**src/hdl/core_macros.svh**
```systemverilog
`ifndef CORE_MACROS_SVH
`define CORE_MACROS_SVH

// Data path and address width.
`define XLEN 32
`define REG_AW 5

// The instruction memory is loaded over the credit port before run.
`define IMEM_DEPTH 64
`define IMEM_AW 6

// The data memory is word addressed from the ALU result.
`define DMEM_DEPTH 32
`define DMEM_AW 5

// Credits granted to the program loader after reset.
`define LOAD_CREDITS 4
`define CREDIT_W 3

// The branch predictor table is indexed by PC bits 5 down to 2.
`define BP_ENTRIES 16
`define BP_IDX_W 4

`endif

```
**src/hdl/core_pkg.sv**
```systemverilog
`default_nettype none
`include "core_macros.svh"

package core_pkg;

    typedef enum logic [3:0] {
        OP_ADD,
        OP_SUB,
        OP_AND,
        OP_OR,
        OP_XOR,
        OP_SLT,
        OP_ADDI,
        OP_LUI,
        OP_LW,
        OP_SW,
        OP_BEQ,
        OP_BNE,
        OP_JAL,
        OP_ECALL,
        OP_ILLEGAL
    } opcode_e;

    typedef enum logic [2:0] {
        ALU_ADD,
        ALU_SUB,
        ALU_AND,
        ALU_OR,
        ALU_XOR,
        ALU_SLT,
        ALU_PASS_B
    } alu_op_e;

    typedef struct packed {
        logic               valid;
        opcode_e            opcode;
        alu_op_e            alu_op;
        logic [`REG_AW-1:0] rs1;
        logic [`REG_AW-1:0] rs2;
        logic [`REG_AW-1:0] rd;
        logic [`XLEN-1:0]   rs1_data;
        logic [`XLEN-1:0]   rs2_data;
        logic [`XLEN-1:0]   imm;
        logic [`XLEN-1:0]   pc;
        logic               predicted_taken;
        logic               reg_write;
        logic               mem_read;
        logic               mem_write;
    } ex_packet_t;

    typedef struct packed {
        logic               valid;
        logic [`REG_AW-1:0] rd;
        logic [`XLEN-1:0]   alu_result;
        logic [`XLEN-1:0]   store_data;
        logic               mem_read;
        logic               mem_write;
        logic               reg_write;
        logic               halt;
    } res_packet_t;

    typedef struct packed {
        logic             mispredict;
        logic [`XLEN-1:0] target_pc;
        logic             train_valid;
        logic [`XLEN-1:0] train_pc;
        logic             train_taken;
    } redirect_t;

    // The register write is also the late forwarding source.
    typedef struct packed {
        logic               valid;
        logic [`REG_AW-1:0] rd;
        logic [`XLEN-1:0]   data;
    } wb_t;

endpackage

`default_nettype wire

```
**src/hdl/fetch_unit.sv**
```systemverilog
`default_nettype none
`include "core_macros.svh"

module fetch_unit import core_pkg::*; (
    input  logic                clk,
    input  logic                rst,
    input  logic                load_valid,
    input  logic [`IMEM_AW-1:0] load_addr,
    input  logic [`XLEN-1:0]    load_data,
    output logic                load_credit,
    input  logic                run,
    input  logic                stall,
    input  logic                predict_taken,
    input  logic [`XLEN-1:0]    predict_target,
    input  redirect_t           redirect,
    input  logic                halt_seen,
    output logic                if_valid,
    output logic [`XLEN-1:0]    if_inst,
    output logic [`XLEN-1:0]    if_pc
);

    logic [`XLEN-1:0]    imem [`IMEM_DEPTH];
    logic [`XLEN-1:0]    pc;
    logic                running;
    logic [`CREDIT_W-1:0] init_credits;

    // A returned credit owns its cycle, so an initial grant waits for a free one.
    always_ff @(posedge clk) begin
        if (rst) begin
            init_credits <= `CREDIT_W'(`LOAD_CREDITS);
            load_credit  <= 1'b0;
        end else begin
            load_credit <= load_valid || (init_credits != '0);
            if (!load_valid && init_credits != '0) begin
                init_credits <= init_credits - 1'b1;
            end
        end
    end

    always_ff @(posedge clk) begin
        if (load_valid) begin
            imem[load_addr] <= load_data;
        end
    end

    // Mispredict wins over a decode prediction, which wins over the next word.
    always_ff @(posedge clk) begin
        if (rst) begin
            pc       <= '0;
            running  <= 1'b0;
            if_valid <= 1'b0;
        end else if (run) begin
            pc       <= '0;
            running  <= 1'b1;
            if_valid <= 1'b0;
        end else if (redirect.mispredict) begin
            pc       <= redirect.target_pc;
            if_valid <= 1'b0;
        end else if (!stall) begin
            if (predict_taken) begin
                pc       <= predict_target;
                if_valid <= 1'b0;
            end else if (running && !halt_seen) begin
                if_inst  <= imem[pc[`IMEM_AW+1:2]];
                if_pc    <= pc;
                if_valid <= 1'b1;
                pc       <= pc + `XLEN'd4;
            end else begin
                if_valid <= 1'b0;
            end
        end
    end

endmodule

`default_nettype wire

```
**config.mk**
```make
export PLATFORM = sky130hd
export DESIGN_NAME = fetch_unit
export DESIGN_NICKNAME = d
export VERILOG_FILES = /design/src/hdl/core_pkg.sv /design/src/hdl/fetch_unit.sv
export VERILOG_INCLUDE_DIRS = /design/src /design/src/hdl
export SDC_FILE = /design/constraint.sdc
export NUM_CORES = 2
export LEC_CHECK = 0
export BUFFER_PORTS_ARGS = -buffer_cell sky130_fd_sc_hd__buf_2
export CORE_ASPECT_RATIO = 0.7
export CORE_UTILIZATION = 67
export DETAILED_ROUTE_END_ITERATION = 10
export HOLD_SLACK_MARGIN = 0.08
export PLACE_DENSITY = 0.85
export SYNTH_ARGS = -nofsm -noshare
export SYNTH_HDL_FRONTEND = slang
export SYNTH_SLANG_ARGS = --single-unit
```
**constraint.sdc**
```tcl
create_clock -name clk -period 16.88 [get_ports clk]
set_input_delay 0.844 -clock clk [delete_from_list [all_inputs] [get_ports clk]]
set_output_delay 0.844 -clock clk [all_outputs]
set_load 0.005 [all_outputs]
```
==> metrics <==
RSZ-0062 raised after global routing=false; hold buffer count at CTS=0; commonest non-fill, non-tap cells in the layout=edfxtp_1 (2112), mux4_2 (532), clkbuf_16 (184); Yosys top cell by area=edfxtp_1; WS Path Type=reg2reg; period utilisation layout=33.05%; Final Worst Setup Slack=11.30 ns; die area=125000 sq um; fraction of registers with async set/reset=0%; gp weighted congestion=0.8631; setup slack at placement=roughly 11 ns; initial antenna violation count=21; DRC violation count after routing=0; CTS tree=built; layout overhead on the synthesized area=10.72%; Clock Latency Late Sink=0.82 ns; PwrDens=between 100 and 150 nW/um^2; Root Buffer=clkbuf_16; Gates resized, CTS repair=0; Core Area=~120000 sq um; Initial DRC Count=8689; LEAKAGE=27.65 nW; Final Total Pwr=10.49 mW; clock slew at reported path FFs=0.07 ns; DRT Pass-1 Iters=10; largest net degree at the start of global routing=124; FF+latch count, synth=2150; Slew @ Worst Pin=around 1.4 ns; HP Class=in2reg; setup TNS=0 ns; Final #Nets=4141; min Tclk post-route=~5.6 ns; CP max FO=77; design area=91680 sq um; Initial Util=around two thirds; Worst path max stage delay=0.92 ns; clk sink count=2150; final wirelength=approximately 240000 um; Max-Cap Viols=0; Avg Synthesized Cell Area=22.21 sq um; fraction of layout instances using a drive strength above 1=28.11%; Setup Viol. Count Final=0; Post-synth EDFFs=2112; # IOs=210; chip width=422.2 um; remaining antenna violation count=0; Post-CTS Setup Bufs=0; cell mode on critical path=buf_4; Core Util, Final=75.09%; cell area after synthesis=82800 sq um; register area share after synthesis=77.51%; Clock Tree Buf Depth=3; Syn Nets=3875; Worst setup EP type=register; highest-delay cell along the critical path=dfxtp_4; final hold vios=0; Vias=44580; share of the synthesized area in the top cell type=roughly 77%; Max-slew headroom=5.667%; Final Instance Count excl. Fillers=5783; Startpoint Class=register; Row Count=107; vias in the first global route=about 45000; htree depth=4; drt wl/cell=41.80 um; Hold WS=0.2773 ns; status=complete, no violations; first-pass GRT wire length=approximately 330000 um; clock buffer count from CTS=180; CP Cell Sequence=buf_4 -> buf_12 -> buf_4 -> mux4_2 -> nor2b_1 -> a211oi_1 -> a21oi_1 -> o22ai_1 -> nor3_1; DP Area=86090 sq um; Vert. Die Dim=296.1 um; Syn Inst Count=3728; fmax=between 150 and 200 MHz; synth top area cells=edfxtp_1 (77%), mux4_2 (14%), mux2i_1 (2.0%); WP data required=between 15 and 20 ns; Synth Flop Type=edfxtp_1; port bufs=175; YS warnings=0; DPL Wire Length=about 120000 um; Total GRT Usage=39.26%; Critical Path AT=6.10 ns; worst-case vdd ir drop=0.1551 mV; Final Max Slew Viols=0; clock skew=about 0.031 ns; grt total ovfl=0; placed cells=roughly 5400; Unique masters post-synth=62; vias per inst=7.709; commonest non-fill, non-tap cell in the layout=edfxtp_1
-- final timing paths --
| check | start | endpoint | slack, ns | depth (start not counted) |
|---|---|---|---|---|
| min | run | running | 0.28 | 3 |
| min reg2reg | pc[1] | if_pc[1] | 0.46 | 0 |
| max reg2reg | pc[2] | if_inst[4] | 11.30 | 9 |
| max | pc[2] | if_inst[4] | 11.30 | 9 |
-- per-layer routing --
metal / GRT usage [%] / vias to the layer above / share of wire [%]
met4: 22.38 / 16 / 6.8
met1: 50.64 / 22310 / 31
met2: 59.70 / 4829 / 46
li1: - / 16310 / -
met3: 13.12 / 1117 / 17
met5: 0 / - / 0.041
-- cell type report --
cell class                      count  area [sq um]
Antenna cell                        7         17.52
Clock buffer                      235          4836
Clock inverter                     94         735.7
Fill cell                        6098         30410
Inverter                            7         26.28
Multi-Input combinational cell   1363         18010
Sequential cell                  2150         64200
Tap cell                         1635          2046
Timing Repair Buffer              292          1817
-- cells by family after synthesis --
kind of cell	synth area share, %
compound gates	2.496
xor+xnor	0.01058
fa+ha+maj	0.04534
buf+inv	1.331
flops	77.51
mux	16.70
simple gates	1.911
-- registers in the layout, summed over array words and instances, names as in the netlist --
register	flops
if_inst	32
load_credit	1
if_pc	32
pc	32
init_credits	3
if_valid	1
imem	2048
running	1
-- critical path: cells and delay by family (launching register included) --
kind            cells  cell delay [ns]
buf+inv             3             2.08
compound gates      3             1.02
flops               1             0.92
simple gates        2             0.65
mux                 1             0.35
-- cell usage after synthesis (7+ instances only) --
cell type / n
o211a_1: 8
a21oi_1: 60
o22ai_1: 23
buf_2: 70
o21ai_0: 74
nor2_1: 128
mux2i_1: 165
clkbuf_1: 79
nor2b_1: 29
inv_1: 7
buf_4: 33
a22oi_1: 35
buf_1: 14
a31oi_1: 13
dfxtp_1: 38
mux2_2: 17
nand3_1: 33
nor3_1: 21
nand4_1: 9
edfxtp_1: 2112
and2_1: 7
mux4_2: 532
a2111oi_0: 13
buf_6: 11
a211oi_1: 22
nand2_1: 66
a22o_1: 15
-- report_power, final --
group	switching (mW)	leakage (nW)	internal, mW
combinational	0.312	5.66	0.158
clock	1.93	2.71	2.16
sequential	0.0229	19.3	5.90
Power figures use the tool's default switching activity.
