===== src/hdl/core_macros.svh =====
`ifndef CORE_MACROS_SVH
`define CORE_MACROS_SVH

// Data path and address width.
`define XLEN 32
`define REG_AW 5

// The instruction memory is loaded over the credit port before run.
`define IMEM_DEPTH 64
`define IMEM_AW 6

// The data memory is word addressed from the ALU result.
`define DMEM_DEPTH 32
`define DMEM_AW 5

// Credits granted to the program loader after reset.
`define LOAD_CREDITS 4
`define CREDIT_W 3

// The branch predictor table is indexed by PC bits 5 down to 2.
`define BP_ENTRIES 16
`define BP_IDX_W 4

`endif


===== src/hdl/core_pkg.sv =====
`default_nettype none
`include "core_macros.svh"

package core_pkg;

    typedef enum logic [3:0] {
        OP_ADD,
        OP_SUB,
        OP_AND,
        OP_OR,
        OP_XOR,
        OP_SLT,
        OP_ADDI,
        OP_LUI,
        OP_LW,
        OP_SW,
        OP_BEQ,
        OP_BNE,
        OP_JAL,
        OP_ECALL,
        OP_ILLEGAL
    } opcode_e;

    typedef enum logic [2:0] {
        ALU_ADD,
        ALU_SUB,
        ALU_AND,
        ALU_OR,
        ALU_XOR,
        ALU_SLT,
        ALU_PASS_B
    } alu_op_e;

    typedef struct packed {
        logic               valid;
        opcode_e            opcode;
        alu_op_e            alu_op;
        logic [`REG_AW-1:0] rs1;
        logic [`REG_AW-1:0] rs2;
        logic [`REG_AW-1:0] rd;
        logic [`XLEN-1:0]   rs1_data;
        logic [`XLEN-1:0]   rs2_data;
        logic [`XLEN-1:0]   imm;
        logic [`XLEN-1:0]   pc;
        logic               predicted_taken;
        logic               reg_write;
        logic               mem_read;
        logic               mem_write;
    } ex_packet_t;

    typedef struct packed {
        logic               valid;
        logic [`REG_AW-1:0] rd;
        logic [`XLEN-1:0]   alu_result;
        logic [`XLEN-1:0]   store_data;
        logic               mem_read;
        logic               mem_write;
        logic               reg_write;
        logic               halt;
    } res_packet_t;

    typedef struct packed {
        logic             mispredict;
        logic [`XLEN-1:0] target_pc;
        logic             train_valid;
        logic [`XLEN-1:0] train_pc;
        logic             train_taken;
    } redirect_t;

    // The register write is also the late forwarding source.
    typedef struct packed {
        logic               valid;
        logic [`REG_AW-1:0] rd;
        logic [`XLEN-1:0]   data;
    } wb_t;

endpackage

`default_nettype wire


===== src/hdl/result_stage.sv =====
`default_nettype none
`include "core_macros.svh"

module result_stage import core_pkg::*; (
    input  logic               clk,
    input  logic               rst,
    input  res_packet_t        res_pkt,
    output wb_t                wb,
    output logic               retire_valid,
    output logic [`REG_AW-1:0] retire_rd,
    output logic [`XLEN-1:0]   retire_data,
    output logic               halted
);

    logic [`XLEN-1:0]    dmem [`DMEM_DEPTH];
    logic [`DMEM_AW-1:0] dmem_idx;
    logic [`XLEN-1:0]    result;
    logic                live;

    // Nothing behind the ECALL may change state.
    assign live     = res_pkt.valid && !halted;
    assign dmem_idx = res_pkt.alu_result[`DMEM_AW+1:2];
    assign result   = res_pkt.mem_read ? dmem[dmem_idx] : res_pkt.alu_result;

    always_ff @(posedge clk) begin
        if (live && res_pkt.mem_write) begin
            dmem[dmem_idx] <= res_pkt.store_data;
        end
    end

    always_ff @(posedge clk) begin
        if (rst) begin
            wb.valid     <= 1'b0;
            retire_valid <= 1'b0;
            halted       <= 1'b0;
        end else begin
            wb.valid     <= live && res_pkt.reg_write;
            retire_valid <= live && !res_pkt.halt;
            if (res_pkt.valid && res_pkt.halt) begin
                halted <= 1'b1;
            end
        end
        wb.rd   <= res_pkt.rd;
        wb.data <= result;
        // Stores report the stored word; other non-writing instructions report zero.
        retire_rd   <= res_pkt.reg_write ? res_pkt.rd : '0;
        retire_data <= res_pkt.mem_write ? res_pkt.store_data :
                       res_pkt.reg_write ? result : '0;
    end

endmodule

`default_nettype wire


===== config.mk =====
export PLATFORM = sky130hd
export DESIGN_NAME = result_stage
export DESIGN_NICKNAME = d
export VERILOG_FILES = /design/src/hdl/core_pkg.sv /design/src/hdl/result_stage.sv
export VERILOG_INCLUDE_DIRS = /design/src /design/src/hdl
export SDC_FILE = /design/constraint.sdc
export NUM_CORES = 1
export LEC_CHECK = 0
export ABC_CLOCK_PERIOD_IN_PS = 5250
export BUFFER_PORTS_ARGS = -buffer_cell sky130_fd_sc_hd__buf_4
export CAP_MARGIN = 0
export CORE_MARGIN = 5
export CORE_UTILIZATION = 60
export DETAILED_ROUTE_END_ITERATION = 7
export GPL_TIMING_DRIVEN = 1
export PLACE_DENSITY_LB_ADDON = 0.15
export SYNTH_ARGS = -nofsm -noshare
export SYNTH_HDL_FRONTEND = slang
export SYNTH_SLANG_ARGS = --single-unit

===== constraint.sdc =====
create_clock -name clk -period 5.25 [get_ports clk]
set_input_delay 1.05 -clock clk [delete_from_list [all_inputs] [get_ports clk]]
set_output_delay 1.05 -clock clk [all_outputs]
set_load 0.1 [all_outputs]

==> run summary <==
Final setup viols = 0
Final Critical Period = 3.327 ns
Layout cells sized above 1 = 23.23%
Crit Reg-Reg Startpoint = halted
Worst EP required = 5.75 ns
CP Launch Type = input pin
Synth Area in XOR/XNOR = 0%
Area grow syn2layout = 14.99%
Die Area = 0.07478 mm2
Rows = 96
Port bufs = 152
Nets = 2,458
FILL cells = 4,285
Largest net degree at the start of global routing = 91
Crit share post-route = 63.36%
H-Tree Depth = 3
Place WS = 1.120 ns
DIE WIDTH = 273.5 um
Static Leakage = 16.17 nW
Vias in the first global route = 22,010
Min Hold Slack = 0.4997 ns
Hold worst-path end = wb[32]
Final hold violation count = 0
DRT iter0 DRCs = 2,822
First-pass GRT wire length = 150,600 um
Layout Cells excl Fill = 3,406
Maximum clock insertion buffer count = 3
Io pins = 153
Main combinational cell family by area after synthesis = multiplexers
Syn_nets = 2,248
Crit path depth = 7
Antenna diode count = 0
Number of buffers created by CTS = 106
F_max = 0.3006 GHz
Post-synthesis simple-gate area fraction = 2.884%
CP Max Fanout = 47
Setup CP Type = input pin to flip-flop
Yosys cell types = 50
Total global-route track usage = 27.76%
Syn avg cell area = 19.17 um2
Max Slew Vio Count = 0
Hold Path Depth = 1
Dominant synthesized flop cell = edfxtp_1
Core Util, Final = 69.70%
Post-DP HPWL = 60,900 um
Adder-cell area share of the yosys netlist = 0%
Post-synth EDFFs = 1,024
Hold_sp = res_pkt[68]
Initial Util = 60.62%
Worst-path cell chain = clkbuf_8 -> buf_4 -> mux4_2 -> a22oi_1 -> o211ai_1 -> a311oi_1 -> nor2_1
FF-to-FF End = dmem[27][13]
CTS tree = built
Synth warn = 0
DR DRC count = 0
CTS clk-pin slew, worst paths = 0.06 ns
Synth Area in Compound Gates = 4.972%
Final Skew = 0.02186 ns
Mapped Cells = 2,172
Worst setup margin = 1.923 ns
Crit-path leading delay family = buffers and inverters
Final Instance Area = 0.04789 mm2
Post-CTS Hold Fix Bufs = 0
Cells after DPL = 3,205
Setup TNS = 0 ns
R2R depth = 5
Crit-path slowest cell = buf_4
Routed WL = 103,500 um
Unrepaired setup endpoints after global routing = false
CP endpoint kind = flip-flop
Synth Register Bits = 1,101
Root Driver = clkbuf_16
Peak supply drop = 0.3844 mV
Chip Height = 273.5 um
Status = finished clean
WL per Instance = 30.38 um
Commonest non-fill, non-tap cell in the layout = edfxtp_1
Share of flip-flops with an asynchronous set or reset = 0%
Initial antenna violation count = 2
Max-Cap Viols = 0
Buf/Inv on CP = 2
Setup Buffers After CTS = 0
Core Box Area = 0.06871 mm2
PwrDens = 391.5 mW/mm2
Clock Latency Late Sink = 0.67 ns
Slew HR = 16.76%
Sequential share of the synthesized area = 77.54%
R2R Setup Slk = 2.55 ns
CP peak stage delay = 0.61 ns
CTS resizes = 0
Slew of the pin with the lowest slew margin = 1.246 ns
Mapped cell area = 0.04165 mm2
Clk sinks = 1,101
Placed Area = 0.04432 mm2
Vias = 22,070
Via density = 6.478
Worst Path Arrival = 3.83 ns
Proportion of synthesized area in mux cells = 13.11%
RD Place Congestion = 0.8314
Overflow after GRT = 0
Most frequent cells in the layout = edfxtp_1 (1,024), mux2i_1 (262), buf_4 (213)
DR pass1 iterations = 5
Total Power = 18.75 mW
Post-DRT Antenna Nets = 0
Hold crit path type = input pin to flip-flop
==> synthesized netlist by cell type, types with 10 or more instances <==
library cell | number | share of area, %
edfxtp_1 | 1024 | 74
a22oi_1 | 80 | 1.4
nor2_1 | 94 | 0.85
nand2_1 | 89 | 0.80
clkbuf_1 | 49 | 0.44
mux2_2 | 44 | 1.2
o31ai_1 | 21 | 0.38
o22ai_1 | 23 | 0.35
buf_2 | 48 | 0.58
mux2i_1 | 262 | 6.3
a221oi_1 | 21 | 0.44
buf_4 | 19 | 0.34
nand3_1 | 21 | 0.25
o22a_1 | 12 | 0.25
o211ai_1 | 11 | 0.20
a21oi_1 | 24 | 0.29
o221ai_1 | 14 | 0.29
dfxtp_1 | 77 | 3.7
and3_1 | 10 | 0.15
mux4_2 | 104 | 5.6
nor2b_1 | 12 | 0.18
a311oi_1 | 12 | 0.25
a22o_1 | 33 | 0.69
==> logic make-up after synthesis <==
| family | Yosys count |
|---|---|
| simple gates | 265 |
| flops | 1101 |
| buf+inv | 125 |
| mux | 410 |
| compound gates | 271 |
==> report_power, final <==
part           switching [mW]  total (mW)  internal (mW)
Clock                    3.17        7.65           4.48
Sequential             0.0310        9.70           9.67
Combinational            1.02        1.40          0.375
Total                    4.22        18.8           14.5
==> flip-flops by register name (all words and copies together), names as in the netlist <==
signal	count
dmem	1024
retire_data	32
wb	38
halted	1
retire_valid	1
retire_rd	5
==> per-layer routing <==
layer / track usage [%] / wire length, um
met2: 43.93 / 49720
met3: 5.014 / 10070
met5: 0 / 8
met1: 40.59 / 40870
met4: 8.098 / 2806
==> worst reg2reg max path: cells and delay by family (launching register included) <==
family	cells	cell delay, ns
simple gates	3	1.28
buf+inv	2	0.72
flops	1	0.39
==> how the worst max path moves through the flow <==
stage | start | slack [ns] | endpoint
floorplan | res_pkt[38] | 1.01 | dmem[11][0]
global placement | res_pkt[38] | 1.17 | wb[6]
detailed placement | res_pkt[38] | 1.12 | wb[6]
CTS | res_pkt[38] | 1.86 | wb[6]
global route | res_pkt[38] | 1.70 | wb[6]
finish | res_pkt[38] | 1.92 | wb[6]
==> layout make-up <==
class,count,area (um2),share of cell area (%)
Clock buffer,152,3083,6.437
Clock inverter,49,484.2,1.011
Inverter,1,3.754,0.007838
Multi-Input combinational cell,946,9016,18.83
Sequential cell,1101,32290,67.43
Tap cell,931,1165,2.432
Timing Repair Buffer,226,1848,3.859
Power figures use the tool's default switching activity.
