## config.mk

```make
export PLATFORM = sky130hd
export DESIGN_NAME = decode_stage
export DESIGN_NICKNAME = d
export VERILOG_FILES = /design/src/hdl/core_pkg.sv /design/src/hdl/branch_predictor.sv /design/src/hdl/decode_stage.sv /design/src/hdl/register_file.sv
export VERILOG_INCLUDE_DIRS = /design/src /design/src/hdl
export SDC_FILE = /design/constraint.sdc
export NUM_CORES = 2
export LEC_CHECK = 0
export BUFFER_PORTS_ARGS = -buffer_cell sky130_fd_sc_hd__buf_2
export CORE_MARGIN = 2
export CORE_UTILIZATION = 40
export DETAILED_ROUTE_END_ITERATION = 16
export PLACE_DENSITY_LB_ADDON = 0.3
export SYNTH_ARGS = -nofsm -noshare
export SYNTH_HDL_FRONTEND = slang
export SYNTH_HIERARCHICAL = 1
export SYNTH_SLANG_ARGS = --single-unit
```

## constraint.sdc

```tcl
create_clock -name clk -period 5.32 [get_ports clk]
set_input_delay 0.532 -clock clk [delete_from_list [all_inputs] [get_ports clk]]
set_output_delay 0.532 -clock clk [all_outputs]
set_load 0.1 [all_outputs]
```

## src/hdl/core_macros.svh

```systemverilog
`ifndef CORE_MACROS_SVH
`define CORE_MACROS_SVH

// Data path and address width.
`define XLEN 32
`define REG_AW 5

// The instruction memory is loaded over the credit port before run.
`define IMEM_DEPTH 64
`define IMEM_AW 6

// The data memory is word addressed from the ALU result.
`define DMEM_DEPTH 32
`define DMEM_AW 5

// Credits granted to the program loader after reset.
`define LOAD_CREDITS 4
`define CREDIT_W 3

// The branch predictor table is indexed by PC bits 5 down to 2.
`define BP_ENTRIES 16
`define BP_IDX_W 4

`endif

```

## src/hdl/core_pkg.sv

```systemverilog
`default_nettype none
`include "core_macros.svh"

package core_pkg;

    typedef enum logic [3:0] {
        OP_ADD,
        OP_SUB,
        OP_AND,
        OP_OR,
        OP_XOR,
        OP_SLT,
        OP_ADDI,
        OP_LUI,
        OP_LW,
        OP_SW,
        OP_BEQ,
        OP_BNE,
        OP_JAL,
        OP_ECALL,
        OP_ILLEGAL
    } opcode_e;

    typedef enum logic [2:0] {
        ALU_ADD,
        ALU_SUB,
        ALU_AND,
        ALU_OR,
        ALU_XOR,
        ALU_SLT,
        ALU_PASS_B
    } alu_op_e;

    typedef struct packed {
        logic               valid;
        opcode_e            opcode;
        alu_op_e            alu_op;
        logic [`REG_AW-1:0] rs1;
        logic [`REG_AW-1:0] rs2;
        logic [`REG_AW-1:0] rd;
        logic [`XLEN-1:0]   rs1_data;
        logic [`XLEN-1:0]   rs2_data;
        logic [`XLEN-1:0]   imm;
        logic [`XLEN-1:0]   pc;
        logic               predicted_taken;
        logic               reg_write;
        logic               mem_read;
        logic               mem_write;
    } ex_packet_t;

    typedef struct packed {
        logic               valid;
        logic [`REG_AW-1:0] rd;
        logic [`XLEN-1:0]   alu_result;
        logic [`XLEN-1:0]   store_data;
        logic               mem_read;
        logic               mem_write;
        logic               reg_write;
        logic               halt;
    } res_packet_t;

    typedef struct packed {
        logic             mispredict;
        logic [`XLEN-1:0] target_pc;
        logic             train_valid;
        logic [`XLEN-1:0] train_pc;
        logic             train_taken;
    } redirect_t;

    // The register write is also the late forwarding source.
    typedef struct packed {
        logic               valid;
        logic [`REG_AW-1:0] rd;
        logic [`XLEN-1:0]   data;
    } wb_t;

endpackage

`default_nettype wire

```

## src/hdl/branch_predictor.sv

```systemverilog
`default_nettype none
`include "core_macros.svh"

module branch_predictor import core_pkg::*; (
    input  logic             clk,
    input  logic             rst,
    input  logic [`XLEN-1:0] pc,
    output logic             taken,
    input  redirect_t        train
);

    logic [1:0]            counters [`BP_ENTRIES];
    logic [`BP_IDX_W-1:0]  rd_idx;
    logic [`BP_IDX_W-1:0]  wr_idx;
    logic [1:0]            cur;

    assign rd_idx = pc[`BP_IDX_W+1:2];
    assign wr_idx = train.train_pc[`BP_IDX_W+1:2];
    assign cur    = counters[wr_idx];

    // The upper counter bit is the prediction.
    assign taken = counters[rd_idx][1];

    always_ff @(posedge clk) begin
        if (rst) begin
            for (int i = 0; i < `BP_ENTRIES; i++) begin
                counters[i] <= 2'b01;
            end
        end else if (train.train_valid) begin
            if (train.train_taken && cur != 2'b11) begin
                counters[wr_idx] <= cur + 2'b01;
            end else if (!train.train_taken && cur != 2'b00) begin
                counters[wr_idx] <= cur - 2'b01;
            end
        end
    end

endmodule

`default_nettype wire

```

## src/hdl/decode_stage.sv

```systemverilog
`default_nettype none
`include "core_macros.svh"

module decode_stage import core_pkg::*; (
    input  logic             clk,
    input  logic             rst,
    input  logic             if_valid,
    input  logic [`XLEN-1:0] if_inst,
    input  logic [`XLEN-1:0] if_pc,
    input  wb_t              wb,
    input  redirect_t        redirect,
    output ex_packet_t       ex_pkt,
    output logic             stall,
    output logic             predict_taken,
    output logic [`XLEN-1:0] predict_target
);

    opcode_e            op;
    alu_op_e            alu_op;
    logic [`REG_AW-1:0] rs1;
    logic [`REG_AW-1:0] rs2;
    logic [`REG_AW-1:0] rd;
    logic [`XLEN-1:0]   rs1_data;
    logic [`XLEN-1:0]   rs2_data;
    logic [`XLEN-1:0]   imm;
    logic               is_rtype;
    logic               is_branch;
    logic               use_rs1;
    logic               use_rs2;
    logic               bp_taken;
    ex_packet_t         pkt_d;

    assign rs1 = if_inst[19:15];
    assign rs2 = if_inst[24:20];
    assign rd  = if_inst[11:7];

    register_file i_regfile (
        .clk,
        .rst,
        .rs1,
        .rs2,
        .rs1_data,
        .rs2_data,
        .wb
    );

    branch_predictor i_bp (
        .clk,
        .rst,
        .pc(if_pc),
        .taken(bp_taken),
        .train(redirect)
    );

    always_comb begin
        op = OP_ILLEGAL;
        case (if_inst[6:0])
            7'b0110011: begin
                case ({if_inst[31:25], if_inst[14:12]})
                    10'b0000000_000: op = OP_ADD;
                    10'b0100000_000: op = OP_SUB;
                    10'b0000000_111: op = OP_AND;
                    10'b0000000_110: op = OP_OR;
                    10'b0000000_100: op = OP_XOR;
                    10'b0000000_010: op = OP_SLT;
                    default:         op = OP_ILLEGAL;
                endcase
            end
            7'b0010011: if (if_inst[14:12] == 3'b000) op = OP_ADDI;
            7'b0110111: op = OP_LUI;
            7'b0000011: if (if_inst[14:12] == 3'b010) op = OP_LW;
            7'b0100011: if (if_inst[14:12] == 3'b010) op = OP_SW;
            7'b1100011: begin
                if (if_inst[14:12] == 3'b000) op = OP_BEQ;
                if (if_inst[14:12] == 3'b001) op = OP_BNE;
            end
            7'b1101111: op = OP_JAL;
            7'b1110011: if (if_inst[31:7] == '0) op = OP_ECALL;
            default:    op = OP_ILLEGAL;
        endcase
    end

    always_comb begin
        case (op)
            OP_ADDI, OP_LW: imm = {{20{if_inst[31]}}, if_inst[31:20]};
            OP_SW:  imm = {{20{if_inst[31]}}, if_inst[31:25], if_inst[11:7]};
            OP_BEQ, OP_BNE: imm = {{19{if_inst[31]}}, if_inst[31], if_inst[7],
                                   if_inst[30:25], if_inst[11:8], 1'b0};
            OP_LUI: imm = {if_inst[31:12], 12'b0};
            OP_JAL: imm = {{11{if_inst[31]}}, if_inst[31], if_inst[19:12],
                           if_inst[20], if_inst[30:21], 1'b0};
            default: imm = '0;
        endcase
    end

    always_comb begin
        case (op)
            OP_SUB, OP_BEQ, OP_BNE: alu_op = ALU_SUB;
            OP_AND:  alu_op = ALU_AND;
            OP_OR:   alu_op = ALU_OR;
            OP_XOR:  alu_op = ALU_XOR;
            OP_SLT:  alu_op = ALU_SLT;
            OP_LUI:  alu_op = ALU_PASS_B;
            default: alu_op = ALU_ADD;
        endcase
    end

    assign is_rtype  = op inside {OP_ADD, OP_SUB, OP_AND, OP_OR, OP_XOR, OP_SLT};
    assign is_branch = op inside {OP_BEQ, OP_BNE};
    assign use_rs1   = is_rtype || is_branch || op inside {OP_ADDI, OP_LW, OP_SW};
    assign use_rs2   = is_rtype || is_branch || op == OP_SW;

    // A load in execute cannot forward in time, so its consumer waits one cycle.
    assign stall = if_valid && ex_pkt.valid && ex_pkt.mem_read && ex_pkt.rd != '0 &&
                   ((use_rs1 && rs1 == ex_pkt.rd) || (use_rs2 && rs2 == ex_pkt.rd));

    always_comb begin
        pkt_d                 = '0;
        pkt_d.valid           = if_valid && !stall && !redirect.mispredict;
        pkt_d.opcode          = op;
        pkt_d.alu_op          = alu_op;
        pkt_d.rs1             = rs1;
        pkt_d.rs2             = rs2;
        pkt_d.rd              = rd;
        pkt_d.rs1_data        = rs1_data;
        pkt_d.rs2_data        = rs2_data;
        pkt_d.imm             = imm;
        pkt_d.pc              = if_pc;
        pkt_d.predicted_taken = is_branch ? bp_taken : (op == OP_JAL);
        pkt_d.reg_write       = (is_rtype || op inside {OP_ADDI, OP_LUI, OP_LW, OP_JAL}) &&
                                rd != '0;
        pkt_d.mem_read        = (op == OP_LW);
        pkt_d.mem_write       = (op == OP_SW);
    end

    assign predict_taken  = pkt_d.valid && pkt_d.predicted_taken;
    assign predict_target = if_pc + imm;

    always_ff @(posedge clk) begin
        if (rst) begin
            ex_pkt.valid <= 1'b0;
        end else begin
            ex_pkt <= pkt_d;
        end
    end

endmodule

`default_nettype wire

```

## src/hdl/register_file.sv

```systemverilog
`default_nettype none
`include "core_macros.svh"

module register_file import core_pkg::*; (
    input  logic               clk,
    input  logic               rst,
    input  logic [`REG_AW-1:0] rs1,
    input  logic [`REG_AW-1:0] rs2,
    output logic [`XLEN-1:0]   rs1_data,
    output logic [`XLEN-1:0]   rs2_data,
    input  wb_t                wb
);

    logic [`XLEN-1:0] regs [32];

    always_ff @(posedge clk) begin
        if (rst) begin
            for (int i = 0; i < 32; i++) begin
                regs[i] <= '0;
            end
        end else if (wb.valid && wb.rd != '0) begin
            regs[wb.rd] <= wb.data;
        end
    end

    // The value being written this cycle is returned to a matching read.
    assign rs1_data = (rs1 == '0) ? '0 :
                      (wb.valid && wb.rd == rs1) ? wb.data : regs[rs1];
    assign rs2_data = (rs2 == '0) ? '0 :
                      (wb.valid && wb.rd == rs2) ? wb.data : regs[rs2];

endmodule

`default_nettype wire

```

==> flow_summary_export.csv <==
group,metric,value,unit
outcome,status,"complete, but fails checks",
outcome,violations,"setup timing",
global_route,antenna_found_initial,38,
detailed_routing,via_count,44100,
global_route,grt.overflow.total,0,
yosys,synth.cells.most_frequent,"1210 x edfxtp_1, 999 x and2_1, 397 x mux4_2",
detailed_routing,via_per_inst,6.312,
setup_path,worstSetupEndpointType,"output pin",
yosys,ys_seq_elements,1211,
detailed_routing,ant_nets,0,
layout,area_growth,17.45,%
yosys,synth_top_cell_area_share,0.5671,
yosys,synthDistinctLibCells,97,
power,p_per_area,329.1,nW/um2
clocking,cts.sinks,1211,
sta,setup_ws,-0.1108,ns
power,ir_drop,338.0,uV
place,post-place-ws,-0.3874,ns
yosys,yosysMostFrequentCell,"edfxtp_1",
sta,post-route-period-util,1.021,
detailed_routing,drt-total-wl,238.3,mm
yosys,synthArstFlopShare,0,
sta,finalCriticalPeriod,5.431,ns
die,initial_core_util,0.4036,
global_route,grt_usage,0.2873,
sta,report.final.slew_viol_count,0,
worst_hold_path,hold_path_class,"input port to flop",
clocking,clk_pin_slew_worst_paths,0.05,ns
global_route,grt_first_pass_wirelength,330.8,mm
global_route,grt_pass1_vias,43490,
sta,fin_skew,0.03119,ns
yosys,yosysTopAreaCell,"edfxtp_1",
layout,instances_no_fill,6987,
sta,rsz0062_at_grt,"true",
clocking,cts_root_buf,"clkbuf_16",
power,p_leak,27.31,nW
clocking,cts_tree,"built",
place,port_buffers,300,
die,coreArea,158700,um2
layout,layout.nets,5005,
die,io_pins,361,
yosys,synth_area_leaders,"edfxtp_1 57%, mux4_2 14%, and2_1 9.8%",
yosys,avgSynthCellArea,14.50,um2
yosys,yosysWarnings,6,
sta,hold_viol,0,
yosys,synth_flop_cell,"edfxtp_1",
global_route,grt_max_degree,123,
place,placed_area,69930,um2
clocking,cts_buffer_depth,3,
sta,fmax,184.1,MHz
clocking,clock_latency,0.80,ns
setup_path,arrival,4.90,ns
flow_run,drv_cap,0,
detailed_routing,drt_iter0_drc,5935,
setup_path,path_class,"input port to output pin",
yosys,postSynthCellCount,4420,
clocking,h-tree-depth,4,
die,rows,146,
yosys,synth_edf_count,1210,
die,die_w,404.2,um
setup_path,crit_required,4.79,ns
yosys,synth.cell_area,64080,um2
detailed_routing,dr.pass1.iters,5,
setup_path,start_kind,"input port",
layout,multi_input_area,27030,um2
place,place.gp.congestion,0.9324,
setup_path,r2r_setup_slack,2.34,ns
sta,tightest_slew,1.353,ns
die,die_h,404.2,um
layout,post-route-util,0.4741,
layout,regArea,36350,um2
power,total_power,24.77,mW
sta,relSlewSlack,0.09786,
detailed_routing,wl_per_cell,34.11,um
yosys,yosysSeqAreaShare,0.5674,
layout,n_fill_cell,13540,
sta,hold_ws,0.04379,ns
place,hpwl,147.9,mm
detailed_routing,drc,0,
sta,tns,-0.1460,ns
place,place_inst,6684,
die,die_area,163400,um2
clocking,cts_buffers,136,
layout,drive_above_1_share,0.2963,
sta,setup_viol,3,
layout,final_cell_area,75260,um2
setup_path,cp_max_fo,7,
critical path, stage by stage:
cell	delay, ns
buf_4	0.15
nor2_1	0.11
mux2_2	0.27
a32o_2	0.29
a211oi_4	0.35
inv_2	0.11
o31ai_4	0.36
nor2_4	0.12
nor2b_2	0.20
ha_4	0.23
a21oi_1	0.12
a21oi_1	0.10
or3_4	0.40
o221ai_4	0.18
a21oi_2	0.10
or4b_4	0.53
a31o_1	0.22
a21oi_4	0.19
xnor2_4	0.15
buf_12	0.19
repair_timing:
action | 4_1_cts | 5_1_grt
endpoints found under the setup margin | 13 | 14
pin swaps | 33 | 65
gates resized for setup | 52 | 59
endpoints found under the hold margin | 24 | 0
hold buffers | 24 | 0
setup buffers | 16 | 12
worst paths after layout:
| check | endpoint | from | cells after the start |
|---|---|---|---|
| min reg2reg | ex_pkt[154] | ex_pkt[154] | 3 |
| max reg2reg | ex_pkt[68] | i_regfile/regs[13][0] | 5 |
| min | ex_pkt[35] | if_pc[31] | 1 |
| max | predict_target[21] | if_inst[13] | 20 |
registers in the layout (all words and copies together) (netlist names):
register,flops
i_regfile/regs,1024
i_bp/counters,32
ex_pkt,155
metal layers:
metal / global-route usage / part of all wire / up-vias
met5: 0.007136 / 0.0010 / -
met4: 0.1724 / 0.069 / 16
met3: 0.07884 / 0.12 / 695
met2: 0.4429 / 0.45 / 3137
met1: 0.3612 / 0.36 / 22380
li1: - / - / 17870
layout make-up:
type                       count  share of cell area
timing repair buffer         650             0.06469
tap                         2072             0.03445
multi-input combinational   2784              0.3591
inverter                      18           0.0009643
antenna                       11           0.0003658
clock inverter                80             0.01031
sequential                  1211              0.4831
clock buffer                 161             0.04703
kinds of logic after synthesis:
logic type / share of synthesized area
AO/OA/AOI/OAI: 0.07639
other: 0.00005852
XOR/XNOR: 0.006795
flip-flops: 0.5674
multiplexers: 0.1886
adder cells (fa/ha/maj): 0.006366
buffers and inverters: 0.03062
AND/OR/NAND/NOR: 0.1238
power by group:
group / internal (mW) / total [mW] / switching (mW)
Clock: 5.27 / 9.31 / 4.04
Sequential: 11.1 / 11.3 / 0.264
Combinational: 1.29 / 4.11 / 2.83
cell usage in the layout, fill, tap and decap left out, drive strengths merged, types with 24 or more instances in the layout:
cell type	n
dlygate4sd3	24
a22oi	136
o21ai	32
o22ai	43
buf	626
a2111oi	28
clkinv	59
and2	1001
xnor2	38
o221ai	43
nand3	29
a22o	59
a21o	30
clkbuf	161
nand2	88
a21oi	122
edfxtp	1210
nor2	79
mux4	402
conb	32
ha	31
mux2i	289
or2	36
Note: power is estimated with default switching activity, not from simulation.
