$ cat src/hdl/core_macros.svh
`ifndef CORE_MACROS_SVH
`define CORE_MACROS_SVH

// Data path and address width.
`define XLEN 32
`define REG_AW 5

// The instruction memory is loaded over the credit port before run.
`define IMEM_DEPTH 64
`define IMEM_AW 6

// The data memory is word addressed from the ALU result.
`define DMEM_DEPTH 32
`define DMEM_AW 5

// Credits granted to the program loader after reset.
`define LOAD_CREDITS 4
`define CREDIT_W 3

// The branch predictor table is indexed by PC bits 5 down to 2.
`define BP_ENTRIES 16
`define BP_IDX_W 4

`endif

$ cat src/hdl/core_pkg.sv
`default_nettype none
`include "core_macros.svh"

package core_pkg;

    typedef enum logic [3:0] {
        OP_ADD,
        OP_SUB,
        OP_AND,
        OP_OR,
        OP_XOR,
        OP_SLT,
        OP_ADDI,
        OP_LUI,
        OP_LW,
        OP_SW,
        OP_BEQ,
        OP_BNE,
        OP_JAL,
        OP_ECALL,
        OP_ILLEGAL
    } opcode_e;

    typedef enum logic [2:0] {
        ALU_ADD,
        ALU_SUB,
        ALU_AND,
        ALU_OR,
        ALU_XOR,
        ALU_SLT,
        ALU_PASS_B
    } alu_op_e;

    typedef struct packed {
        logic               valid;
        opcode_e            opcode;
        alu_op_e            alu_op;
        logic [`REG_AW-1:0] rs1;
        logic [`REG_AW-1:0] rs2;
        logic [`REG_AW-1:0] rd;
        logic [`XLEN-1:0]   rs1_data;
        logic [`XLEN-1:0]   rs2_data;
        logic [`XLEN-1:0]   imm;
        logic [`XLEN-1:0]   pc;
        logic               predicted_taken;
        logic               reg_write;
        logic               mem_read;
        logic               mem_write;
    } ex_packet_t;

    typedef struct packed {
        logic               valid;
        logic [`REG_AW-1:0] rd;
        logic [`XLEN-1:0]   alu_result;
        logic [`XLEN-1:0]   store_data;
        logic               mem_read;
        logic               mem_write;
        logic               reg_write;
        logic               halt;
    } res_packet_t;

    typedef struct packed {
        logic             mispredict;
        logic [`XLEN-1:0] target_pc;
        logic             train_valid;
        logic [`XLEN-1:0] train_pc;
        logic             train_taken;
    } redirect_t;

    // The register write is also the late forwarding source.
    typedef struct packed {
        logic               valid;
        logic [`REG_AW-1:0] rd;
        logic [`XLEN-1:0]   data;
    } wb_t;

endpackage

`default_nettype wire

$ cat src/hdl/execute_stage.sv
`default_nettype none
`include "core_macros.svh"

module execute_stage import core_pkg::*; (
    input  logic        clk,
    input  logic        rst,
    input  ex_packet_t  ex_pkt,
    input  wb_t         wb,
    output res_packet_t res_pkt,
    output redirect_t   redirect
);

    logic             res_fwd_ok;
    logic [`XLEN-1:0] src_a;
    logic [`XLEN-1:0] src_b;
    logic [`XLEN-1:0] op_b;
    logic [`XLEN-1:0] alu_out;
    logic [`XLEN-1:0] link_pc;
    logic             is_cond;
    logic             taken;

    // The newer result in res_pkt takes precedence over the one in writeback.
    assign res_fwd_ok = res_pkt.valid && res_pkt.reg_write && !res_pkt.mem_read;
    assign src_a = (res_fwd_ok && res_pkt.rd == ex_pkt.rs1) ? res_pkt.alu_result :
                   (wb.valid && wb.rd == ex_pkt.rs1) ? wb.data : ex_pkt.rs1_data;
    assign src_b = (res_fwd_ok && res_pkt.rd == ex_pkt.rs2) ? res_pkt.alu_result :
                   (wb.valid && wb.rd == ex_pkt.rs2) ? wb.data : ex_pkt.rs2_data;

    assign op_b = (ex_pkt.opcode inside {OP_ADDI, OP_LUI, OP_LW, OP_SW}) ? ex_pkt.imm : src_b;
    assign link_pc = ex_pkt.pc + `XLEN'd4;

    always_comb begin
        case (ex_pkt.alu_op)
            ALU_SUB:    alu_out = src_a - op_b;
            ALU_AND:    alu_out = src_a & op_b;
            ALU_OR:     alu_out = src_a | op_b;
            ALU_XOR:    alu_out = src_a ^ op_b;
            ALU_SLT:    alu_out = {{(`XLEN-1){1'b0}}, $signed(src_a) < $signed(op_b)};
            ALU_PASS_B: alu_out = op_b;
            default:    alu_out = src_a + op_b;
        endcase
    end

    assign is_cond = ex_pkt.valid && (ex_pkt.opcode inside {OP_BEQ, OP_BNE});
    assign taken   = (ex_pkt.opcode == OP_BEQ) ? (src_a == src_b) : (src_a != src_b);

    always_comb begin
        redirect.mispredict  = is_cond && (taken != ex_pkt.predicted_taken);
        redirect.target_pc   = taken ? ex_pkt.pc + ex_pkt.imm : link_pc;
        redirect.train_valid = is_cond;
        redirect.train_pc    = ex_pkt.pc;
        redirect.train_taken = taken;
    end

    always_ff @(posedge clk) begin
        if (rst) begin
            res_pkt.valid <= 1'b0;
        end else begin
            res_pkt.valid      <= ex_pkt.valid;
            res_pkt.rd         <= ex_pkt.rd;
            res_pkt.alu_result <= (ex_pkt.opcode == OP_JAL) ? link_pc : alu_out;
            res_pkt.store_data <= src_b;
            res_pkt.mem_read   <= ex_pkt.mem_read;
            res_pkt.mem_write  <= ex_pkt.mem_write;
            res_pkt.reg_write  <= ex_pkt.reg_write;
            res_pkt.halt       <= (ex_pkt.opcode == OP_ECALL);
        end
    end

endmodule

`default_nettype wire

$ cat config.mk
export PLATFORM = sky130hd
export DESIGN_NAME = execute_stage
export DESIGN_NICKNAME = d
export VERILOG_FILES = /design/src/hdl/core_pkg.sv /design/src/hdl/execute_stage.sv
export VERILOG_INCLUDE_DIRS = /design/src /design/src/hdl
export SDC_FILE = /design/constraint.sdc
export NUM_CORES = 1
export LEC_CHECK = 0
export ABC_CLOCK_PERIOD_IN_PS = 13350
export BUFFER_PORTS_ARGS = -buffer_cell sky130_fd_sc_hd__buf_2
export CORE_UTILIZATION = 46
export CTS_CLUSTER_DIAMETER = 50
export DETAILED_ROUTE_END_ITERATION = 12
export HOLD_SLACK_MARGIN = 0.06
export PLACE_DENSITY = 0.75
export SYNTH_ARGS = -nofsm -noshare
export SYNTH_HDL_FRONTEND = slang
export SYNTH_SLANG_ARGS = --single-unit
$ cat constraint.sdc
create_clock -name clk -period 13.35 [get_ports clk]
set_input_delay 2.67 -clock clk [delete_from_list [all_inputs] [get_ports clk]]
set_output_delay 2.67 -clock clk [all_outputs]
set_load 0.01 [all_outputs]
==> results.yml, run 1 <==
detailed_routing:
  drtAntennaViolNets: 0
  remaining_drc_errors: 0
  dr.pass1.iters: 6
  wl_per_cell_microns: 23.0
  avgViaCountPerCell: 6.23
  wl_microns: 52000
  vias: 14100
  drt_first_iter_violations: 1849
placed_design:
  gp_congestion: 0.983
  port_buffers: 335
  place_ws_ns: 3.60
  place_area_sq_um: 14100
  hpwl_microns: 41600
clock_network:
  worstSkewPairLatency_ns: 0.34
  clk_pin_slew_ns: 0.07
  clockBufferDepth: 2
  cts_setup_buffers: 0
  ctsRootBufferMaster: "clkbuf_16"
  cts-resized-gates: 0
  cts.sinks: 74
  cts_hold_buf: 0
  h-tree-depth: 3
  cts_tree: "yes"
  cts_buffers: 9
cells_and_area:
  final_cell_mix: "buf_2, nand2_1, a21oi_1, nor2_1, ha_1"
  fill_cells: 2631
  layout_commonest_cell: "buf_2"
  top_register: "res_pkt"
  syn_to_final_growth_pct: 15.4
  final-seq-area_sq_um: 2210
  largest_reg_flops: 74
  post-route-util_pct: 53.9
  multi_input_area_sq_um: 9270
  stdcell_area_sq_um: 14500
  layout-drive-gt1-share_pct: 22.0
  nNetsFinal: 2238
  biggestRegsByFlops: "res_pkt x74"
setup_path:
  cp_max_fo: 63
  worstSetupPathType: "in2out"
  critPathCaptureType: "output pin"
  crit_required_ns: 10.68
  startpoint_type: "primary input"
  crit_arrival_ns: 7.13
timing:
  max_slew.worst_pin.slew_ns: 1.08
  period_minus_slack_ns: 9.80
  fin_setup_tns_ns: 0
  rsz0062_at_grt: "no"
  fin_crit_sh_pct: 73.4
  fmax_mhz: 102
  finalSetupViolCount: 0
  relSlewSlack_pct: 27.7
  timing.final.ws_setup_ns: 3.55
  skew_ns: 0.0116
  drv_slew: 0
  hold_violations: 0
synthesis:
  synthArstFlopShare_pct: 0
  synth_edf_count: 73
  synthCells: 1672
  netlist_area_sq_um: 12500
  ys_ff_latch: 74
  synth_top_cell_area_share_pct: 17.5
  avgSynthCellArea_sq_um: 7.49
  syn_nets: 1999
  synth_cell_types: 79
  synthFlopType: "edfxtp_1"
  yosys.area.top_type: "edfxtp_1"
  yosys-top-cells-area: "edfxtp_1, ha_1, a21oi_1, nand2_1, nor2_1"
  synth.yosys.seq_area_share_pct: 17.7
  synth_warnings: 0
die:
  die_area_sq_um: 27900
  core-area_sq_um: 26800
  die_w_microns: 167
  initial_core_util_pct: 46.7
  die_h_microns: 167
  rows: 60
  num_io_pins: 336
global_route:
  grt_pass1_vias: 12600
  grt_overflow_total: 0
  grt_max_degree: 64
  grt_usage_pct: 35.9
  antenna_found_initial: 3
  grt_pass1_wl_microns: 76600
pwr:
  ir_drop_uv: 47.5
  p_total_mw: 1.22
  power.density_nw_per_um2: 84.5
  power.leakage_nw: 6.80
outcome:
  status: "completed"
run:
  max_cap_violations: 0
worst_hold_path:
  hp-class: "reg2reg"
-- cell type report --
cell class,count,area share (%)
Timing Repair Buffer,353,12.5
Tap cell,341,2.95
Sequential cell,74,15.3
Clock buffer,9,1.56
Antenna cell,4,0.0693
Clock inverter,7,0.537
Multi-Input combinational cell,1362,64.2
Inverter,111,2.88
-- where the power goes --
group          internal, mW  switching, mW
Combinational         0.252          0.417
Sequential            0.288         0.0194
Clock                 0.146         0.0988
-- Yosys cell counts, drive strengths merged, types with 13 or more instances --
cell / count
nor4: 13
nand4: 13
edfxtp: 73
o211ai: 22
a22oi: 14
o21ai: 84
and3: 13
o21bai: 23
xnor2: 60
a31oi: 49
clkbuf: 70
a211oi: 23
nand2: 188
a21o: 23
o22ai: 13
nor2b: 16
buf: 55
nor3: 29
mux2i: 52
nand2b: 17
a221oi: 19
xor2: 63
mux2: 14
a21oi: 167
nor2: 151
nand3: 33
inv: 110
ha: 129
-- worst paths after layout --
kind,startpoint,cells after the start,to,slack (ns)
max,ex_pkt[138],14,redirect[50],3.55
min,res_pkt[37],2,res_pkt[5],0.78
max reg2reg,res_pkt[68],21,res_pkt[60],6.60
min reg2reg,res_pkt[37],2,res_pkt[5],0.78
-- logic make-up after synthesis --
kind of cell             after synthesis  synth area share, %
flip-flops                            74                 17.7
multiplexers                          66                 5.42
buffers and inverters                236                 8.76
AO/OA/AOI/OAI                        524                 27.3
adder cells (fa/ha/maj)              132                 13.4
AND/OR/NAND/NOR                      517                 18.8
XOR/XNOR                             123                 8.67
-- worst max-delay path, stage by stage --
cell,delay [ns]
buf_2,0.12
xor2_1,0.13
or4_1,0.54
or2_2,0.29
buf_4,0.33
a31oi_1,0.56
xor2_1,0.16
nor4_1,0.41
nand4_1,0.19
nor4_2,0.40
xnor2_4,0.16
buf_4,0.52
mux2_2,0.41
buf_2,0.14
-- per-stage QoR --
step                hold WS, ns  cells
floorplan                 0.771   1672
global placement          0.772   2241
detailed placement        0.771   2241
CTS                       0.776   2257
global route              0.835   2260
finish                    0.777   2261
-- routing by layer --
metal / GRT usage [%] / wire length [microns]
met4: 10.2 / 1270
met1: 50.6 / 22100
met3: 7.82 / 6380
met2: 54.5 / 22300
met5: 0 / 0
Note: power is estimated with default switching activity, not from simulation.
==> run 2, diff against run 1 <==
--- a/config.mk
+++ b/config.mk
@@ -6,13 +6,13 @@
 export SDC_FILE = /design/constraint.sdc
 export NUM_CORES = 1
 export LEC_CHECK = 0
-export ABC_CLOCK_PERIOD_IN_PS = 13350
+export ABC_CLOCK_PERIOD_IN_PS = 8150
 export BUFFER_PORTS_ARGS = -buffer_cell sky130_fd_sc_hd__buf_2
 export CORE_UTILIZATION = 46
 export CTS_CLUSTER_DIAMETER = 50
 export DETAILED_ROUTE_END_ITERATION = 12
 export HOLD_SLACK_MARGIN = 0.06
-export PLACE_DENSITY = 0.75
+export PLACE_DENSITY = 0.78
 export SYNTH_ARGS = -nofsm -noshare
 export SYNTH_HDL_FRONTEND = slang
 export SYNTH_SLANG_ARGS = --single-unit
==> constraint.sdc (replaced) <==
create_clock -name clk -period 8.15 [get_ports clk]
set_input_delay 1.63 -clock clk [delete_from_list [all_inputs] [get_ports clk]]
set_output_delay 1.63 -clock clk [all_outputs]
set_load 0.01 [all_outputs]
==> results.yml, run 2 (same netlist as run 1, synthesis figures left out) <==
pwr:
  ir_drop_uv: 72.6
  internal_power_mw: 1.13
  power.leakage_nw: 6.83
  p_total_mw: 2.02
  netSwitchingFraction_pct: 44.3
  sequentialPowerShare_pct: 25.0
  power.density_nw_per_um2: 139
  p_clk_share_pct: 20.6
  power_switching_mw: 0.897
  comb_power_share_pct: 54.3
setup_path:
  path_cells: "buf_2 -> xor2_1 -> or4_1 -> or2_2 -> a31oi_1 -> xor2_1 -> nor4_1 -> nand4_1 -> nor4_2 -> xnor2_4 -> buf_4 -> mux2i_1 -> buf_2"
  critPathTopFamily: "simple AND/OR/NAND/NOR gates"
  cp_max_fo: 38
  cp_num_buf_inv: 3
  crit_arrival_ns: 6.16
  worstSetupPathType: "in2out"
  critPathSlowestCell: "or2_2"
  startpoint_type: "primary input"
  critPathCaptureType: "output pin"
  crit_required_ns: 6.52
  max_stage_delay_ns: 0.59
clock_network:
  worstSkewPairLatency_ns: 0.35
  cts-resized-gates: 0
  cts_buffers: 9
  cts.sinks: 74
  clockBufferDepth: 2
  h-tree-depth: 3
  ctsRootBufferMaster: "clkbuf_16"
  cts_setup_buffers: 0
  clk_pin_slew_ns: 0.06
  cts_hold_buf: 0
  cts_tree: "yes"
placed_design:
  port_buffers: 335
  gp_congestion: 1.01
  placedCellCount: 2251
  place_area_sq_um: 14200
  place_ws_ns: 0.476
  hpwl_microns: 42100
timing:
  whs_ns: 0.810
  fin_setup_tns_ns: 0
  hold_violations: 0
  finalSetupViolCount: 0
  skew_ns: 0.0171
  drv_slew: 0
  period_minus_slack_ns: 7.79
  rsz0062_at_grt: "no"
  fmax_mhz: 128
  timing.final.ws_setup_ns: 0.364
  fin_crit_sh_pct: 95.5
  max_slew.worst_pin.slew_ns: 1.35
  relSlewSlack_pct: 9.79
detailed_routing:
  dr_wl_met2_microns: 22400
  wl_microns: 52700
  dr.pass1.iters: 7
  dr_wl_met3_microns: 7010
  avgViaCountPerCell: 6.28
  vias: 14300
  drt_first_iter_violations: 1904
  drtAntennaViolNets: 0
  wl_per_cell_microns: 23.2
  drt-met1-wl_microns: 21500
  remaining_drc_errors: 0
  dr.max_layer_used: "met4"
run:
  max_cap_violations: 0
cells_and_area:
  final-seq-area_sq_um: 2210
  fill_cells: 2572
  stdcell_area_sq_um: 14500
  nNetsFinal: 2248
  layout_commonest_cell: "buf_2"
  stdcell_count: 2269
  largest_reg_flops: 74
  biggestRegsByFlops: "res_pkt x74"
  layout-drive-gt1-share_pct: 22.4
  syn_to_final_growth_pct: 15.9
  post-route-util_pct: 54.2
  final_cell_mix: "buf_2, nand2_1, a21oi_1, nor2_1, ha_1"
  multi_input_area_sq_um: 9270
  top_register: "res_pkt"
outcome:
  status: "completed"
die:
  initial_core_util_pct: 46.7
  num_io_pins: 336
  rows: 60
  die_w_microns: 167
  die_h_microns: 167
  die_area_sq_um: 27900
  core-area_sq_um: 26800
worst_hold_path:
  hp-class: "reg2reg"
global_route:
  grt_pass1_wl_microns: 78000
  grt_overflow_total: 0
  antenna_found_initial: 3
  grt_pass1_vias: 13000
  grt_max_degree: 48
  grt_usage_pct: 36.4
-- run 2: changes by cell type in the layout (fill, tap and decap cells not counted), sizes merged --
cell / before / now
buf: 353 / 363
clkbuf: 9 / 10
clkinv: 5 / 3
clkinvlp: 0 / 2
diode: 4 / 2
inv: 112 / 111
-- run 2: power groups by stage --
stage / sequential, mW / combinational (mW) / clock, mW
3_3_place_gp: 0.511 / 1.05 / 0
3_5_place_dp: 0.512 / 1.06 / 0
2_1_floorplan: 0.518 / 0.678 / 0
5_1_grt: 0.507 / 1.18 / 0.427
6_report: 0.506 / 1.10 / 0.417
4_1_cts: 0.504 / 1.07 / 0.412
-- run 2: area by class of cell --
type	count	area share (%)
Sequential cell	74	15.2
Tap cell	341	2.94
Clock buffer	10	1.58
Inverter	111	2.87
Timing Repair Buffer	363	13.0
Clock inverter	6	0.457
Multi-Input combinational cell	1362	63.9
Antenna cell	2	0.0345
-- run 2: tightest hold or removal path, delay by kind of cell, from the launching register on --
family	cells	cell delay (ns)
flops	1	0.42
simple gates	1	0.12
compound gates	1	0.08
-- run 2: path summary, 6_finish.rpt --
| path | from | slack [ns] | depth (start not counted) | end |
|---|---|---|---|---|
| worst max register to register | res_pkt[69] | 1.65 | 20 | res_pkt[66] |
| worst min register to register | res_pkt[37] | 0.81 | 2 | res_pkt[5] |
| worst min-delay path | res_pkt[37] | 0.81 | 2 | res_pkt[5] |
| worst max-delay path | ex_pkt[138] | 0.36 | 13 | redirect[61] |
-- run 2: routing by layer --
layer	global-route usage, %	up-vias
met3	9.96	118
li1	-	6519
met4	12.5	0
met5	0	-
met1	49.6	6633
met2	55.0	986
